<file path="src/design/stream_macros.svh">
// Width and depth defaults for the destination-sorted stream queue.

`ifndef STREAM_MACROS_SVH
`define STREAM_MACROS_SVH

// ------------------------------
// Beat field widths
// ------------------------------

// Data bytes carried in one beat.
`define STREAM_TDATA_BYTES 4

// Destination width. Every tdest value owns one lane.
`define STREAM_TDEST_WIDTH 2

`define STREAM_TUSER_WIDTH 4  // Sideband bits per beat.

`define STREAM_TID_WIDTH 4    // Stream identifier bits.

// ------------------------------
// Lane sizing
// ------------------------------

// Beats held by one lane before it stops accepting.
// Any value of 1 or more works. A power of two is not required.
`define STREAM_QUEUE_CAPACITY 8

`endif

</file>
<file path="src/design/stream_pkg.sv">
// Stream beat struct, lane count and arbiter state enum.

`include "stream_macros.svh"

package stream_pkg;

    // ------------------------------
    // Lanes
    // ------------------------------

    // One lane per destination value.
    localparam int lanes = 2 ** `STREAM_TDEST_WIDTH;

    // ------------------------------
    // Beat
    // ------------------------------

    typedef struct packed {
        logic [`STREAM_TDATA_BYTES-1:0][7:0] tdata;  // Byte 0 is the lowest.
        logic [`STREAM_TDATA_BYTES-1:0]      tkeep;  // One bit per data byte.
        logic                                tlast;  // Closes a packet.
        logic [`STREAM_TDEST_WIDTH-1:0]      tdest;  // Selects the lane.
        logic [`STREAM_TUSER_WIDTH-1:0]      tuser;
        logic [`STREAM_TID_WIDTH-1:0]        tid;
    } beat_t;

    // ------------------------------
    // Arbiter
    // ------------------------------

    typedef enum logic {
        ARB_IDLE,    // Looking for a lane to serve.
        ARB_PACKET   // Forwarding one packet from the granted lane.
    } arb_state_t;

endpackage

</file>
<file path="src/design/stream_dest_router.sv">
// Destination router that steers each receive beat to its lane by tdest.

`include "stream_macros.svh"

module stream_dest_router (
    // Receive stream.
    input  stream_pkg::beat_t               rx_beat,
    input  logic                            rx_tvalid,
    output logic                            rx_tready,
    // Lane side.
    output stream_pkg::beat_t               lane_beat,
    output logic [stream_pkg::lanes-1:0]    lane_valid,
    input  logic [stream_pkg::lanes-1:0]    lane_ready
);
    import stream_pkg::*;

    localparam int DEST_W = `STREAM_TDEST_WIDTH;

    // ------------------------------
    // Destination decode
    // ------------------------------

    logic [lanes-1:0] dest_hit;  // One-hot lane select.

    always_comb begin
        dest_hit = '0;
        for (int i = 0; i < lanes; i++) begin
            dest_hit[i] = (rx_beat.tdest == DEST_W'(i));
        end
    end

    // ------------------------------
    // Beat fan-out
    // ------------------------------

    // Every lane sees the beat. Only the selected one sees valid.
    assign lane_beat = rx_beat;

    always_comb begin
        lane_valid = '0;
        for (int i = 0; i < lanes; i++) begin
            lane_valid[i] = rx_tvalid && dest_hit[i];
        end
    end

    // ------------------------------
    // Ready select
    // ------------------------------

    // A full lane stalls its own destination only.
    always_comb begin
        rx_tready = 1'b0;
        for (int i = 0; i < lanes; i++) begin
            if (dest_hit[i]) begin
                rx_tready = lane_ready[i];
            end
        end
    end

endmodule

</file>
<file path="src/design/stream_packet_arbiter.sv">
// Round-robin packet arbiter that drains the lanes onto one transmit stream.

`include "stream_macros.svh"

module stream_packet_arbiter (
    input  logic                                  aclk,
    input  logic                                  rst_n,
    // Lane side.
    input  stream_pkg::beat_t [stream_pkg::lanes-1:0] q_beat,
    input  logic [stream_pkg::lanes-1:0]          q_valid,
    output logic [stream_pkg::lanes-1:0]          q_ready,
    // Transmit stream.
    output stream_pkg::beat_t                     tx_beat,
    output logic                                  tx_tvalid,
    input  logic                                  tx_tready
);
    import stream_pkg::*;

    localparam int IDX_W = `STREAM_TDEST_WIDTH;

    arb_state_t       state;
    logic [IDX_W-1:0] grant;        // Lane being forwarded.
    logic [IDX_W-1:0] last_served;  // Lane of the previous packet.
    logic [IDX_W-1:0] next_lane;    // Round-robin winner.
    logic [IDX_W-1:0] cand;
    logic             lane_found;
    logic             tx_done;      // Last beat of the packet leaves.

    // ------------------------------
    // Round-robin search
    // ------------------------------

    // Start after the lane served last. The index wraps by its width.
    always_comb begin
        next_lane  = last_served;
        lane_found = 1'b0;
        cand       = '0;
        for (int off = 1; off <= lanes; off++) begin
            cand = last_served + IDX_W'(off);
            if (!lane_found && q_valid[cand]) begin
                next_lane  = cand;
                lane_found = 1'b1;
            end
        end
    end

    // ------------------------------
    // Output mux
    // ------------------------------

    always_comb begin
        tx_beat   = q_beat[grant];
        tx_tvalid = 1'b0;
        q_ready   = '0;
        if (state == ARB_PACKET) begin
            tx_tvalid      = q_valid[grant];
            q_ready[grant] = tx_tready;  // Other lanes keep their heads.
        end
    end

    assign tx_done = tx_tvalid && tx_tready && tx_beat.tlast;

    // ------------------------------
    // Packet FSM
    // ------------------------------

    always_ff @(posedge aclk) begin
        if (!rst_n) begin
            state       <= ARB_IDLE;
            grant       <= '0;
            last_served <= IDX_W'(lanes - 1);  // Lane 0 goes first.
        end else begin
            case (state)
                ARB_IDLE: begin
                    if (lane_found) begin
                        grant <= next_lane;
                        state <= ARB_PACKET;
                    end
                end
                ARB_PACKET: begin
                    // Grant holds until tlast, so packets never interleave.
                    if (tx_done) begin
                        last_served <= grant;
                        state       <= ARB_IDLE;
                    end
                end
                default: state <= ARB_IDLE;
            endcase
        end
    end

endmodule

</file>
<file path="src/design/stream_queue.sv">
// Single FIFO lane for stream beats with valid/ready on input and output.

`include "stream_macros.svh"

module stream_queue #(
    parameter int CAPACITY = `STREAM_QUEUE_CAPACITY
) (
    input  logic              aclk,
    input  logic              rst_n,
    // Write side.
    input  stream_pkg::beat_t in_beat,
    input  logic              in_valid,
    output logic              in_ready,
    // Read side.
    output stream_pkg::beat_t out_beat,
    output logic              out_valid,
    input  logic              out_ready
);
    import stream_pkg::*;

    localparam int PTR_W = (CAPACITY > 1) ? $clog2(CAPACITY) : 1;
    localparam int CNT_W = $clog2(CAPACITY + 1);

    // ------------------------------
    // Storage and pointers
    // ------------------------------

    beat_t            mem [CAPACITY];  // Circular buffer.
    logic [PTR_W-1:0] rd_ptr;          // Head slot.
    logic [PTR_W-1:0] wr_ptr;          // Next free slot.
    logic [CNT_W-1:0] count;           // Beats stored.
    logic             open_q;          // Lane accepts beats once out of reset.

    logic push;
    logic pop;
    logic full;
    logic empty;

    // Pointer step with wrap, so any capacity works.
    function automatic logic [PTR_W-1:0] step_ptr(input logic [PTR_W-1:0] ptr);
        logic [PTR_W-1:0] nxt;
        if (ptr == PTR_W'(CAPACITY - 1)) begin
            nxt = '0;
        end else begin
            nxt = ptr + PTR_W'(1);
        end
        return nxt;
    endfunction

    // ------------------------------
    // Status and handshakes
    // ------------------------------

    assign full  = (count == CNT_W'(CAPACITY));
    assign empty = (count == '0);

    // A full lane still takes a beat when the head leaves in the same cycle.
    assign in_ready  = open_q && (!full || out_ready);
    assign out_valid = !empty;

    assign push = in_valid && in_ready;
    assign pop  = out_valid && out_ready;

    // Head beat comes straight from the storage registers.
    assign out_beat = mem[rd_ptr];

    // ------------------------------
    // Control state
    // ------------------------------

    always_ff @(posedge aclk) begin
        if (!rst_n) begin
            rd_ptr <= '0;
            wr_ptr <= '0;
            count  <= '0;
            open_q <= 1'b0;
        end else begin
            open_q <= 1'b1;
            if (push) begin
                wr_ptr <= step_ptr(wr_ptr);
            end
            if (pop) begin
                rd_ptr <= step_ptr(rd_ptr);
            end
            case ({push, pop})
                2'b10:   count <= count + CNT_W'(1);  // Write only.
                2'b01:   count <= count - CNT_W'(1);  // Read only.
                default: count <= count;              // Both or neither.
            endcase
        end
    end

    // ------------------------------
    // Beat storage
    // ------------------------------

    // When full, wr_ptr equals rd_ptr. The old head is read out this
    // cycle and the new beat lands in its slot on the same edge.
    always_ff @(posedge aclk) begin
        if (push) begin
            mem[wr_ptr] <= in_beat;
        end
    end

endmodule

</file>
<file path="src/design/stream_queue_top.sv">
// Top level with the destination router, the FIFO lanes and the packet arbiter.

`include "stream_macros.svh"

module stream_queue_top #(
    parameter int CAPACITY = `STREAM_QUEUE_CAPACITY
) (
    input  logic              aclk,
    input  logic              rst_n,
    // Receive stream.
    input  stream_pkg::beat_t rx_beat,
    input  logic              rx_tvalid,
    output logic              rx_tready,
    // Transmit stream.
    output stream_pkg::beat_t tx_beat,
    output logic              tx_tvalid,
    input  logic              tx_tready
);
    import stream_pkg::*;

    // ------------------------------
    // Internal wiring
    // ------------------------------

    beat_t              lane_beat;   // Shared beat toward all lanes.
    logic [lanes-1:0]   lane_valid;  // One-hot by tdest.
    logic [lanes-1:0]   lane_ready;

    beat_t [lanes-1:0]  q_beat;      // Lane heads.
    logic [lanes-1:0]   q_valid;
    logic [lanes-1:0]   q_ready;

    // ------------------------------
    // Router
    // ------------------------------

    stream_dest_router i_router (
        .rx_beat    (rx_beat),
        .rx_tvalid  (rx_tvalid),
        .rx_tready  (rx_tready),
        .lane_beat  (lane_beat),
        .lane_valid (lane_valid),
        .lane_ready (lane_ready)
    );

    // ------------------------------
    // Lanes
    // ------------------------------

    // One lane per destination.
    for (genvar i = 0; i < lanes; i++) begin : g_lane
        stream_queue #(
            .CAPACITY (CAPACITY)
        ) i_queue (
            .aclk      (aclk),
            .rst_n     (rst_n),
            .in_beat   (lane_beat),
            .in_valid  (lane_valid[i]),
            .in_ready  (lane_ready[i]),
            .out_beat  (q_beat[i]),
            .out_valid (q_valid[i]),
            .out_ready (q_ready[i])
        );
    end

    // ------------------------------
    // Arbiter
    // ------------------------------

    stream_packet_arbiter i_arbiter (
        .aclk      (aclk),
        .rst_n     (rst_n),
        .q_beat    (q_beat),
        .q_valid   (q_valid),
        .q_ready   (q_ready),
        .tx_beat   (tx_beat),
        .tx_tvalid (tx_tvalid),
        .tx_tready (tx_tready)
    );

endmodule

</file>
<file path="config.mk">
export PLATFORM = sky130hd
export DESIGN_NAME = stream_queue_top
export DESIGN_NICKNAME = d
export VERILOG_FILES = /design/src/design/stream_pkg.sv /design/src/design/stream_dest_router.sv /design/src/design/stream_packet_arbiter.sv /design/src/design/stream_queue.sv /design/src/design/stream_queue_top.sv
export VERILOG_INCLUDE_DIRS = /design/src /design/src/design
export SDC_FILE = /design/constraint.sdc
export NUM_CORES = 2
export LEC_CHECK = 0
export BUFFER_PORTS_ARGS = -buffer_cell sky130_fd_sc_hd__buf_2
export CAP_MARGIN = 10
export CORE_ASPECT_RATIO = 2
export CORE_MARGIN = 4
export CORE_UTILIZATION = 53
export CTS_BUF_LIST = sky130_fd_sc_hd__clkbuf_4
export CTS_CLUSTER_SIZE = 40
export DETAILED_ROUTE_END_ITERATION = 7
export PLACE_DENSITY = 0.76
export SLEW_MARGIN = 0
export SYNTH_ARGS = -nofsm -noshare
export SYNTH_HDL_FRONTEND = slang
export SYNTH_SLANG_ARGS = --single-unit
</file>
<file path="constraint.sdc">
create_clock -name aclk -period 7.2 [get_ports aclk]
set_input_delay 0.72 -clock aclk [delete_from_list [all_inputs] [get_ports aclk]]
set_output_delay 0.72 -clock aclk [all_outputs]
set_load 0.02 [all_outputs]
</file>
==> flow_summary.ini <==
[sta]
tns_ns = 0
rsz0062_at_grt = no
report.final.slew_viol_count = 0
finalCriticalPeriod_ns = 5.37
finalHoldViolations = 0
worst_slew_pin_slew_ns = 1.20
skew_ns = 0.0680
slew_headroom_pct = 20.0
finalWorstSetupSlack_ns = 1.83
min_period_over_period_pct = 74.6
finalSetupViolCount = 0
max_clock_freq_mhz = 186

[clocking]
numCtsBuffers = 342
clk_pin_slew_worst_paths_ns = 0.07
tritoncts = done
cts_sinks = 1562
cts_buffer_depth = 4
clock_latency_ns = 1.24
post_cts_resized = 0
cts-root-buf = clkbuf_4
htree_levels = 5

[power_and_ir_drop]
p_per_area_mw_per_mm2 = 251
total_power_mw = 17.1
leakage_nw = 20.8
ir_drop_mv = 0.179

[yosys]
synth_cells = 2705
yosysUniqueCellTypes = 61
postSynthAreaPerCell_sq_um = 22.6
synth_flop_cell = edfxtp_1
synth-seq-cells = 1562
yosysWarnings = 0
synthArstFlopShare_pct = 0
synth_edf_count = 1504
ys_seq_area_share_pct = 75.8
mappedNetlistNets = 2784
syn_area_sq_mm = 0.0611

[place]
place_area_sq_mm = 0.0635
post-dp-hpwl_um = 77000
gp_congestion = 0.791
pre_cts_ws_ns = 3.04
post-place-cells = 4229
numPortBuffers = 99

[final_layout]
syn2layout_area_growth_pct = 11.2
layout-drive-gt1-share_pct = 35.7
fill_cells = 7949
postLayoutCellArea_sq_mm = 0.0680
nets = 3189
stdcell_count = 4858

[route]
dr.first_iter.drc_count = 3101
vias_per_cell = 6.25
wire_per_inst_um = 29.7
ant_nets = 0
route.vias.total = 30379
remaining_drc_errors = 0
drt_pre_antenna_iters = 5
routed_wl_um = 144000

[worst_setup_path]
r2r-end = g_lane[2].i_queue.mem[5][24]
crit_path_start = i_arbiter.grant[1]
r2r_cells = 6
worst_ep_required_time_ns = 6.48
critical_path_class = flip-flop to output port
crit_chain = buf_4 -> or2_4 -> buf_4 -> o221ai_2 -> buf_2
path_delay_family = buffers and inverters
r2r_slack_ns = 2.96
cp_data_arrival_time_ns = 4.65
slowest_stage = dfxtp_4
critical_path.max_fanout = 54
critical_path.max_stage_delay_ns = 0.91
cp_common_cell = buf_4
crit_buf_inv = 3
path_depth = 5
r2r-start = i_arbiter.grant[1]
end_kind = output port
cp-endpoint = tx_beat[20]
critPathLaunchType = flip-flop

[global_routing]
track_usage_pct = 24.3
grt_pass1_vias = 32744
antenna_found_initial = 5
grt.overflow.total = 0
grt_first_pass_wirelength_um = 211000
grt_max_degree = 55

[outcome]
status = finished, final reports clean

[die]
die_h_um = 488
pin_count = 100
dieArea_sq_mm = 0.121
dieWidth_um = 248
core_area_sq_mm = 0.115
initial_utilization_pct = 53.3
rows = 176

[min_path]
hold_class = input pin to flip-flop

[flow_run]
max_cap_viol_count = 0
==> metal layers <==
layer	vias to the layer above	share of wire, %	global-route usage (%)	routed length [um]
met5	-	0	0	0
met4	0	3.4	9.19	4960
met3	311	8.6	5.29	12400
met2	1624	53	42.2	76700
met1	15953	35	30.2	50200
li1	12491	-	-	-
==> cells by family after synthesis <==
family / count (synthesis) / share of synthesized area (%)
AOI/OAI and AO/OA: 153 / 2.73
xor gates and xnor gates: 15 / 0.215
adders and majority gates: 28 / 0.573
buffers and inverters: 151 / 1.29
DFF: 1562 / 75.8
muxes: 585 / 17.6
and+or+nand+nor: 211 / 1.79
==> power breakdown <==
part | internal (mW) | switching [mW] | leakage (nW) | total, mW
clock | 3.11 | 3.27 | 2.38 | 6.37
sequential | 9.97 | 0.0454 | 14.0 | 10.0
combinational | 0.195 | 0.476 | 4.44 | 0.670
==> how the worst min path moves through the flow <==
stage	start	depth (start not counted)	end	slack [ns]
global placement	g_lane[0].i_queue.rd_ptr[2]	2	flip-flop	0.46
finish	rst_n	2	g_lane[3].i_queue.open_q	0.23
floorplan	g_lane[0].i_queue.rd_ptr[1]	2	flip-flop	0.45
CTS	rst_n	2	g_lane[3].i_queue.open_q	0.11
detailed placement	g_lane[0].i_queue.rd_ptr[2]	2	flip-flop	0.48
global route	rst_n	2	g_lane[3].i_queue.open_q	0.20
==> state kept, by name, indices dropped and copies added (netlist names), named ones only <==
register,flops
g_lane.i_queue.count,16
g_lane.i_queue.mem,1504
g_lane.i_queue.open_q,1
g_lane.i_queue.rd_ptr,12
g_lane.i_queue.wr_ptr,12
i_arbiter.grant,2
i_arbiter.last_served,2
i_arbiter.state,1
==> cell usage after synthesis, types with 10 or more instances <==
| cell type | count | area share, % |
|---|---|---|
| mux2_4 | 45 | 1.1 |
| nand2_1 | 68 | 0.42 |
| clkbuf_1 | 45 | 0.28 |
| o211ai_2 | 46 | 0.94 |
| nor3b_1 | 11 | 0.14 |
| buf_1 | 23 | 0.14 |
| ha_1 | 28 | 0.57 |
| o21ai_0 | 14 | 0.11 |
| a21oi_1 | 24 | 0.20 |
| xor2_1 | 12 | 0.17 |
| mux4_2 | 362 | 13 |
| buf_2 | 64 | 0.52 |
| dfxtp_1 | 58 | 1.9 |
| o221ai_2 | 46 | 1.1 |
| nor3_1 | 14 | 0.11 |
| edfxtp_1 | 1504 | 74 |
| mux2i_1 | 163 | 2.7 |
| nor2_1 | 47 | 0.29 |
| mux4_1 | 10 | 0.43 |
==> layout by cell type (no fill, tap or decap), types with 43 or more instances in the layout <==
| cell type | synthesis | routed |
|---|---|---|
| o211ai_2 | 46 | 46 |
| nand2_1 | 68 | 68 |
| buf_4 | 3 | 58 |
| dfxtp_1 | 58 | 44 |
| mux2_4 | 45 | 45 |
| clkbuf_4 | 0 | 430 |
| edfxtp_1 | 1504 | 1504 |
| dlygate4sd3_1 | 0 | 50 |
| nor2_1 | 47 | 43 |
| o221ai_2 | 46 | 46 |
| buf_2 | 64 | 99 |
| mux2i_1 | 163 | 163 |
| mux4_2 | 362 | 362 |
| clkinv_1 | 0 | 100 |
==> layout make-up <==
class,instances,area [sq um],area share (%)
Antenna cell,8,20.0,0.0294
Clock buffer,430,3230,4.75
Clock inverter,141,776,1.14
Inverter,4,15.0,0.0221
Multi-Input combinational cell,992,14200,20.9
Sequential cell,1562,46400,68.2
Tap cell,1513,1890,2.78
Timing Repair Buffer,208,1450,2.14
==> timing repair <==
action	in CTS	in global routing
endpoints found under the setup margin	0	0
hold endpoints to repair	1514	0
setup buffers	0	0
hold buffers	50	0
==> stage by stage <==
step                      utilization (%)  hold WS (ns)
after detailed placement             55.3         0.482
after CTS                            59.2         0.108
after global routing                 59.2         0.200
final                                59.3         0.230
after global placement               55.3         0.455
after floorplan                         -         0.454
No activity file was read; power rests on OpenSTA's default activity.
